`src/hdl/ntm_gate_pkg.sv`:
```
// Activation gate shared types
`default_nettype none

package ntm_gate_pkg;

  //////////////////////////////
  // Widths
  //////////////////////////////

  localparam int Q_W    = 16;  // Data word
  localparam int FRAC_W = 12;  // Q4.12 fraction bits
  localparam int ACC_W  = 40;  // 32-bit products plus guard bits
  localparam int IDX_W  = 8;   // Up to 256 neurons

  //////////////////////////////
  // Fixed point
  //////////////////////////////

  typedef logic signed [Q_W-1:0] q_t;

  localparam q_t Q_ONE = 16'sd4096;      // 1.0 in Q4.12
  localparam q_t Q_MAX = 16'sh7fff;      // Largest positive word
  localparam q_t Q_MIN = -16'sd32768;    // Most negative word

  // Input stream element, W(l) against x
  typedef struct packed {
    q_t weight;
    q_t operand;  // Sample x
  } in_pair_t;

  // Recurrent stream element, K/U against r then h
  typedef struct packed {
    q_t weight;
    q_t operand;  // Read vector or hidden state
  } rec_pair_t;

  // One activation result
  typedef struct packed {
    logic [IDX_W-1:0] index;  // Neuron l
    q_t               value;  // a(l)
  } gate_out_t;

  //////////////////////////////
  // Helpers
  //////////////////////////////

  // Clamp a wide signed value to the q_t range
  function automatic q_t sat_q(input logic signed [ACC_W-1:0] v);
    q_t r;
    if (v > Q_MAX) begin
      r = Q_MAX;
    end else if (v < Q_MIN) begin
      r = Q_MIN;
    end else begin
      r = v[Q_W-1:0];  // Fits, plain truncation
    end
    return r;
  endfunction

endpackage

`default_nettype wire
```
`src/hdl/ntm_activation_gate_vector.sv`:
```
// NTM activation gate top level
`timescale 1ns/1ps
`default_nettype none

module ntm_activation_gate_vector #(
  parameter int NEURONS = 4,  // Gate outputs per vector
  parameter int INPUTS  = 3,  // W*x stream length
  parameter int REC_LEN = 5   // K*r + U*h stream length
) (
  input  logic                    CLK,
  input  logic                    RST,
  input  logic                    start,
  input  logic                    x_valid,
  input  ntm_gate_pkg::in_pair_t  x_pair,
  input  logic                    r_valid,
  input  ntm_gate_pkg::rec_pair_t r_pair,
  input  logic                    b_valid,
  input  ntm_gate_pkg::q_t        bias,
  output logic                    a_valid,
  output ntm_gate_pkg::gate_out_t a_out,
  output logic                    ready
);

  // Lane results into the combiner
  logic             in_sum_valid;
  ntm_gate_pkg::q_t in_sum;
  logic             rec_sum_valid;
  ntm_gate_pkg::q_t rec_sum;

  //////////////////////////////
  // Lanes
  //////////////////////////////

  ntm_dot_lane #(
    .COUNT  (INPUTS),
    .pair_t (ntm_gate_pkg::in_pair_t)
  ) input_lane (
    .CLK       (CLK),
    .RST       (RST),
    .start     (start),
    .valid     (x_valid),
    .pair      (x_pair),
    .sum_valid (in_sum_valid),
    .sum       (in_sum)
  );

  // r and h arrive as one flattened stream
  ntm_dot_lane #(
    .COUNT  (REC_LEN),
    .pair_t (ntm_gate_pkg::rec_pair_t)
  ) recurrent_lane (
    .CLK       (CLK),
    .RST       (RST),
    .start     (start),
    .valid     (r_valid),
    .pair      (r_pair),
    .sum_valid (rec_sum_valid),
    .sum       (rec_sum)
  );

  //////////////////////////////
  // Combiner
  //////////////////////////////

  ntm_gate_combiner #(
    .NEURONS (NEURONS)
  ) combiner (
    .CLK           (CLK),
    .RST           (RST),
    .start         (start),
    .in_sum_valid  (in_sum_valid),
    .in_sum        (in_sum),
    .rec_sum_valid (rec_sum_valid),
    .rec_sum       (rec_sum),
    .b_valid       (b_valid),   // Bias straight from host
    .bias          (bias),
    .a_valid       (a_valid),
    .a_out         (a_out),
    .ready         (ready)
  );

endmodule

`default_nettype wire

```
`src/hdl/ntm_gate_combiner.sv`:
```
// Gate sum, tanh and neuron control
`timescale 1ns/1ps
`default_nettype none

module ntm_gate_combiner #(
  parameter int NEURONS = 4  // Outputs per vector
) (
  input  logic                    CLK,
  input  logic                    RST,
  input  logic                    start,
  input  logic                    in_sum_valid,   // W*x done
  input  ntm_gate_pkg::q_t        in_sum,
  input  logic                    rec_sum_valid,  // K*r + U*h done
  input  ntm_gate_pkg::q_t        rec_sum,
  input  logic                    b_valid,        // Bias from host
  input  ntm_gate_pkg::q_t        bias,
  output logic                    a_valid,
  output ntm_gate_pkg::gate_out_t a_out,
  output logic                    ready           // With last neuron
);

  typedef enum logic {
    IDLE,
    BUSY
  } state_t;

  //////////////////////////////
  // Signals
  //////////////////////////////

  state_t                         state;
  logic [ntm_gate_pkg::IDX_W-1:0] idx;          // Current neuron
  logic                           in_have;      // Present flags
  logic                           rec_have;
  logic                           b_have;
  ntm_gate_pkg::q_t               in_reg;       // Operand holding regs
  ntm_gate_pkg::q_t               rec_reg;
  ntm_gate_pkg::q_t               b_reg;
  ntm_gate_pkg::q_t               in_cur;       // Arriving or held value
  ntm_gate_pkg::q_t               rec_cur;
  ntm_gate_pkg::q_t               b_cur;
  logic                           busy;
  logic                           complete;     // Third operand in this cycle
  logic                           last_neuron;
  logic signed [ntm_gate_pkg::Q_W+1:0] sum_w;   // Two guard bits for 3 terms
  ntm_gate_pkg::q_t               s_sat;
  logic                           s_neg;
  logic signed [ntm_gate_pkg::Q_W:0]   s_abs;   // Holds +32768
  logic signed [ntm_gate_pkg::Q_W:0]   mag;     // Half-slope segment
  logic signed [ntm_gate_pkg::Q_W:0]   mag_neg;
  ntm_gate_pkg::q_t               tanh_val;

  //////////////////////////////
  // Sum and PWL tanh
  //////////////////////////////

  always_comb begin
    busy    = (state == BUSY);
    in_cur  = in_sum_valid  ? in_sum  : in_reg;
    rec_cur = rec_sum_valid ? rec_sum : rec_reg;
    b_cur   = b_valid       ? bias    : b_reg;
    complete = busy && (in_have || in_sum_valid) && (rec_have || rec_sum_valid)
               && (b_have || b_valid);
    last_neuron = (idx == ntm_gate_pkg::IDX_W'(NEURONS - 1));

    sum_w = in_cur + rec_cur + b_cur;
    s_sat = ntm_gate_pkg::sat_q(sum_w);
    s_neg = s_sat[ntm_gate_pkg::Q_W-1];
    s_abs = s_neg ? -s_sat : s_sat;  // Magnitude, 17 bits

    // 0.25 + |s|/2, meets identity at 0.5 and 1.0 at 1.5
    mag     = (ntm_gate_pkg::Q_ONE >>> 2) + (s_abs >>> 1);
    mag_neg = -mag;

    if (s_abs <= (ntm_gate_pkg::Q_ONE >>> 1)) begin
      tanh_val = s_sat;  // Linear core
    end else if (s_abs <= ntm_gate_pkg::Q_ONE + (ntm_gate_pkg::Q_ONE >>> 1)) begin
      tanh_val = s_neg ? mag_neg[ntm_gate_pkg::Q_W-1:0] : mag[ntm_gate_pkg::Q_W-1:0];
    end else begin
      tanh_val = s_neg ? -ntm_gate_pkg::Q_ONE : ntm_gate_pkg::Q_ONE;  // Clamp
    end
  end

  //////////////////////////////
  // FSM and flags
  //////////////////////////////

  always_ff @(posedge CLK or posedge RST) begin
    if (RST) begin
      state    <= IDLE;
      idx      <= '0;
      in_have  <= 1'b0;
      rec_have <= 1'b0;
      b_have   <= 1'b0;
      a_valid  <= 1'b0;
      ready    <= 1'b0;
    end else begin
      a_valid <= complete;
      ready   <= complete && last_neuron;
      if (!busy) begin
        if (start) begin
          state    <= BUSY;
          idx      <= '0;
          in_have  <= 1'b0;
          rec_have <= 1'b0;
          b_have   <= 1'b0;
        end
      end else if (complete) begin
        // Neuron done, flags free for the next one
        in_have  <= 1'b0;
        rec_have <= 1'b0;
        b_have   <= 1'b0;
        if (last_neuron) begin
          state <= IDLE;
          idx   <= '0;
        end else begin
          idx <= idx + 1'b1;
        end
      end else begin
        in_have  <= in_have  | in_sum_valid;
        rec_have <= rec_have | rec_sum_valid;
        b_have   <= b_have   | b_valid;
      end
    end
  end

  // Operand and result words
  always_ff @(posedge CLK) begin
    in_reg  <= in_cur;
    rec_reg <= rec_cur;
    b_reg   <= b_cur;
    if (complete) begin
      a_out <= '{index: idx, value: tanh_val};
    end
  end

  //////////////////////////////
  // Checks
  //////////////////////////////

  // One neuron in flight, host waits for a_valid
  a_no_double_arrival: assert property (
    @(posedge CLK) disable iff (RST)
    !((in_sum_valid && in_have) || (rec_sum_valid && rec_have) || (b_valid && b_have))
  ) else $error("ntm_gate_combiner: operand arrived twice for one neuron");

  a_no_idle_arrival: assert property (
    @(posedge CLK) disable iff (RST)
    (in_sum_valid || rec_sum_valid || b_valid) |-> busy
  ) else $error("ntm_gate_combiner: operand arrived while idle");

  a_start_when_idle: assert property (
    @(posedge CLK) disable iff (RST)
    start |-> !busy
  ) else $error("ntm_gate_combiner: start while busy");

endmodule

`default_nettype wire

```
`src/hdl/ntm_dot_lane.sv`:
```
// Multiply-accumulate dot product lane
`timescale 1ns/1ps
`default_nettype none

module ntm_dot_lane #(
  parameter int  COUNT  = 3,                          // Stream length per neuron
  parameter type pair_t = ntm_gate_pkg::in_pair_t     // Weight/operand element
) (
  input  logic             CLK,
  input  logic             RST,
  input  logic             start,      // New vector, clear lane
  input  logic             valid,      // One strobe per element
  input  pair_t            pair,
  output logic             sum_valid,  // One cycle after the last element
  output ntm_gate_pkg::q_t sum
);

  localparam int CNT_W = (COUNT > 1) ? $clog2(COUNT) : 1;

  //////////////////////////////
  // Signals
  //////////////////////////////

  logic [CNT_W-1:0]                      cnt;       // Elements taken so far
  logic signed [ntm_gate_pkg::ACC_W-1:0] acc;
  logic signed [ntm_gate_pkg::ACC_W-1:0] acc_next;  // Including current product
  logic signed [ntm_gate_pkg::ACC_W-1:0] acc_shr;   // Back to Q4.12 scale
  logic signed [2*ntm_gate_pkg::Q_W-1:0] prod;      // Full Q8.24 product
  logic                                  last;

  //////////////////////////////
  // Datapath
  //////////////////////////////

  always_comb begin
    prod     = pair.weight * pair.operand;  // Both fields signed
    acc_next = acc + prod;                  // Sign extended to ACC_W
    // Arithmetic shift rounds toward minus infinity
    acc_shr  = acc_next >>> ntm_gate_pkg::FRAC_W;
    last     = valid && (cnt == CNT_W'(COUNT - 1));
  end

  //////////////////////////////
  // Control
  //////////////////////////////

  always_ff @(posedge CLK or posedge RST) begin
    if (RST) begin
      cnt       <= '0;
      acc       <= '0;
      sum_valid <= 1'b0;
    end else begin
      sum_valid <= last;  // Strobe follows the COUNT-th element
      if (start || last) begin
        // New vector, or ready for the next neuron right away
        cnt <= '0;
        acc <= '0;
      end else if (valid) begin
        cnt <= cnt + 1'b1;
        acc <= acc_next;
      end
    end
  end

  // Result word, only meaningful with sum_valid
  always_ff @(posedge CLK) begin
    if (last) begin
      sum <= ntm_gate_pkg::sat_q(acc_shr);
    end
  end

  //////////////////////////////
  // Checks
  //////////////////////////////

  // Host keeps element strobes away from the start pulse
  a_no_valid_on_start: assert property (
    @(posedge CLK) disable iff (RST)
    start |-> !valid
  ) else $error("ntm_dot_lane: valid together with start");

endmodule

`default_nettype wire

```
`config.mk`:
```
export PLATFORM = sky130hd
export DESIGN_NAME = ntm_activation_gate_vector
export DESIGN_NICKNAME = d
export VERILOG_FILES = /design/src/hdl/ntm_gate_pkg.sv /design/src/hdl/ntm_activation_gate_vector.sv /design/src/hdl/ntm_gate_combiner.sv /design/src/hdl/ntm_dot_lane.sv
export SDC_FILE = /design/constraint.sdc
export NUM_CORES = 2
export LEC_CHECK = 0
export BUFFER_PORTS_ARGS = -buffer_cell sky130_fd_sc_hd__buf_2
export CORE_MARGIN = 5
export CORE_UTILIZATION = 41
export DETAILED_ROUTE_END_ITERATION = 10
export PLACE_DENSITY = 0.59
export SETUP_SLACK_MARGIN = 0.15
export SLEW_MARGIN = 0
export SYNTH_ARGS = -nofsm -noshare
export SYNTH_HDL_FRONTEND = slang
export SYNTH_HIERARCHICAL = 1
export SYNTH_SLANG_ARGS = --single-unit
```
`constraint.sdc`:
```
create_clock -name CLK -period 14.7 [get_ports CLK]
set_input_delay 0.735 -clock CLK [delete_from_list [all_inputs] [get_ports CLK]]
set_output_delay 0.735 -clock CLK [all_outputs]
set_load 0.05 [all_outputs]
```
==> results by group <==
Place
  • Post-placement cell area: 36300 um^2
  • Dpl hpwl: 66200 um
  • Final GP Congestion: 0.884
  • Port bufs: about 110
  • Post-Place Worst Slack: 6.05 ns

Logic synthesis
  • Top-area cell type share of the netlist area: 39.0%
  • Syn Nets: around 4700
  • Top FF cell, synth: dfrtp_1
  • Yosys Warn Count: 6
  • Top-count cell post-synth: inv_1
  • Dominant cells by area after synthesis: fa_1 (39%), ha_1 (9.1%), inv_1 (9.0%)
  • Synth async-reset ratio: 49.3%
  • Synth Register Bits: just over 200
  • Post-Syn Area per Cell: ~9.5 um^2
  • Leading area contributor after synthesis: fa_1
  • Syn Inst Count: 3649
  • Cell Area, Synth: 34800 um^2
  • Commonest cells in the netlist: inv_1 (833), fa_1 (677), nand2_1 (400)
  • Cell variety after synth: about 100
  • Number of synthesized flops with an enable pin: 56
  • Seq/Total Area, Yosys: 14.9%

Detailed routing
  • DRC violations left: 0
  • Drt pass-1 iters: 6
  • Vias per cell: 5.06
  • Post-route antenna net violation count: 0
  • DR vias: 24405
  • Post-Route WL: 79100 um
  • Drt wl/cell: 16.4 um
  • 1st-iter DRT viols: 1561

STA
  • Final hold violation count: 0
  • Relative slew margins: around 7%
  • Skew final: 0.0185 ns
  • Worst Tran Pin Value: ~1.4 ns
  • Period utilization: approximately three fifths
  • Worst hold margin: 0.282 ns
  • Final min period: about 8.6 ns
  • F_max: 0.116 GHz
  • Final Setup Violations: 0
  • Fin worst setup slack: ~6.1 ns
  • Max-slew violations: 0
  • RSZ-0062 raised after global routing: no
  • Sum Neg Setup Slack: 0 ns

CTS
  • TritonCTS clock tree: done
  • H-tree Lvls: 1
  • Clock root cell: clkbuf_16
  • Hold_buf cts: 0
  • Clk_lat worst skew: approximately 0.55 ns
  • CTS max path bufs: 3
  • CTS clk-pin slew, worst paths: roughly 0.070 ns
  • CTS sink count: 205
  • Post-cts resize count: 0
  • TritonCTS Buffers: 23
  • # Post-CTS Setup Buffers: 0

Die
  • Die X: 301 um
  • Overall die height: 301 um
  • Core footprint: between 80000 and 90000 um^2
  • # rows: 106
  • Total die area: 90800 um^2
  • Top Ports: 112
  • Initial Utilization: around two fifths

Worst setup path
  • CP endpoint kind: register
  • WS Path Type: register to register
  • CP Launch Type: register
  • CP required: approximately 15 ns
  • Crit path max fanout: 17
  • Critical Path Max Stage Delay: 0.86 ns
  • Worst Path Arrival: 8.88 ns
  • Critical path, cell by cell: mux2_2 > fa_1 > ha_1 > fa_1 > a211oi_2 > o31a_1 > a21boi_2 > a21boi_1 > or2_2 > o21ai_0 > o21ai_0 > ha_1 > inv_1 > or3_1 > nor4_1 > nand3_1 > a31oi_1 > a222oi_1 > a311oi_1 > inv_1 > ha_1 > o21ai_0 > nand3b_1 > o32a_1
  • Critical path's slowest cell: dfrtp_1

Global routing
  • Met2 Use GR: between 30% and 40%
  • Antenna violations before repair: 11
  • Largest net degree at the start of global routing: between 40 and 50
  • First-pass GRT wire length: roughly 130000 um
  • Tot GR Track Use: 18.1%
  • GR Util met3: 1.76%
  • Most Crowded Layer GR: met2
  • Vias in the first global route: approximately 26000
  • Total gr overflow: 0
  • Grt met1 use: about a quarter

Cells and area
  • Final #Nets: 4684
  • Final Cell Area: ~37000 um^2
  • Area Growth Syn to Fin: 6.68%
  • # fillers: 8191
  • Largest registers: input_lane/acc (40), recurrent_lane/acc (40), combiner/a_out (24)
  • Layout cells sized above 1: 7.35%

Outcome
  • Status: completed

Run
  • Number of max-cap violations: 0

Worst hold path
  • Tightest Hold Check Type: primary input to asynchronous set/reset pin
-- critical path, delay by kind of cell (launching register included) --
kind | cells | cell delay [ns]
DFF | 1 | 0.86
buffers and inverters | 2 | 0.21
muxes | 1 | 0.44
AOI/OAI and AO/OA | 11 | 3.19
adders and majority gates | 5 | 1.74
and+or+nand+nor | 5 | 1.86
-- layout by cell type (no fill, tap or decap), drive strengths merged, types with 14 or more instances in the layout --
master	instances
clkbuf	29
buf	120
nand4	18
edfxtp	56
inv	835
ha	253
a22o	24
nor2	98
nor3	21
nand2b	16
mux2	47
xor2	54
and2	237
xnor2	58
a31oi	15
nand2	400
a21oi	125
a21o	32
fa	677
o22ai	17
a211oi	14
dfrtp	101
nand3	34
dfxtp	48
o21ai	170
-- worst paths after layout --
check                                     startpoint                  to  slack (ns)  depth (start not counted)
worst max-delay path            input_lane/sum_valid  combiner/a_out[12]        6.10                         24
worst max register to register  input_lane/sum_valid  combiner/a_out[12]        6.10                         24
worst min register to register     combiner/b_reg[0]   combiner/b_reg[0]        0.48                          1
min in group CLK                             bias[7]   combiner/b_reg[7]        0.46                          2
max in group asynchronous                        RST   input_lane/cnt[1]       13.58                          2
worst min-delay path                             RST     combiner/idx[5]        0.28                          2
-- per-stage QoR --
stage	utilization (%)	instances
finish	44.2	4823
global route	44.2	4821
CTS	44.2	4819
detailed placement	43.2	4777
global placement	43.2	4777
floorplan	-	3649
-- area by class of cell --
class | instances | area, um^2 | area share, %
Multi-Input combinational cell | 2485 | 26000 | 69.9
Sequential cell | 205 | 5170 | 13.9
Inverter | 833 | 3130 | 8.42
Tap cell | 1134 | 1420 | 3.82
Clock buffer | 29 | 661 | 1.78
Timing Repair Buffer | 120 | 623 | 1.68
Clock inverter | 13 | 148 | 0.398
Antenna cell | 4 | 10.0 | 0.0270
-- kinds of logic (layout without fill, tap and decap cells) --
family | count (synthesis) | after routing | share of synthesized area [%]
AND/OR/NAND/NOR | 895 | 895 | 12.6
buffers and inverters | 959 | 995 | 10.6
adder cells (fa/ha/maj) | 930 | 930 | 48.1
multiplexers | 51 | 51 | 1.66
other | 0 | 4 | 0
flip-flops | 205 | 205 | 14.9
XOR/XNOR | 112 | 112 | 2.84
AO/OA/AOI/OAI | 497 | 497 | 9.39
-- metal layers --
metal | vias to the layer above | routed length, um
li1 | 11330 | -
met1 | 12516 | 36500
met2 | 471 | 38200
met3 | 86 | 3300
met4 | 2 | 1130
met5 | - | 11
Power is left out: the tool's default activity adds up to more than one toggle a clock period on the data nets, which glitch-free logic cannot reach.
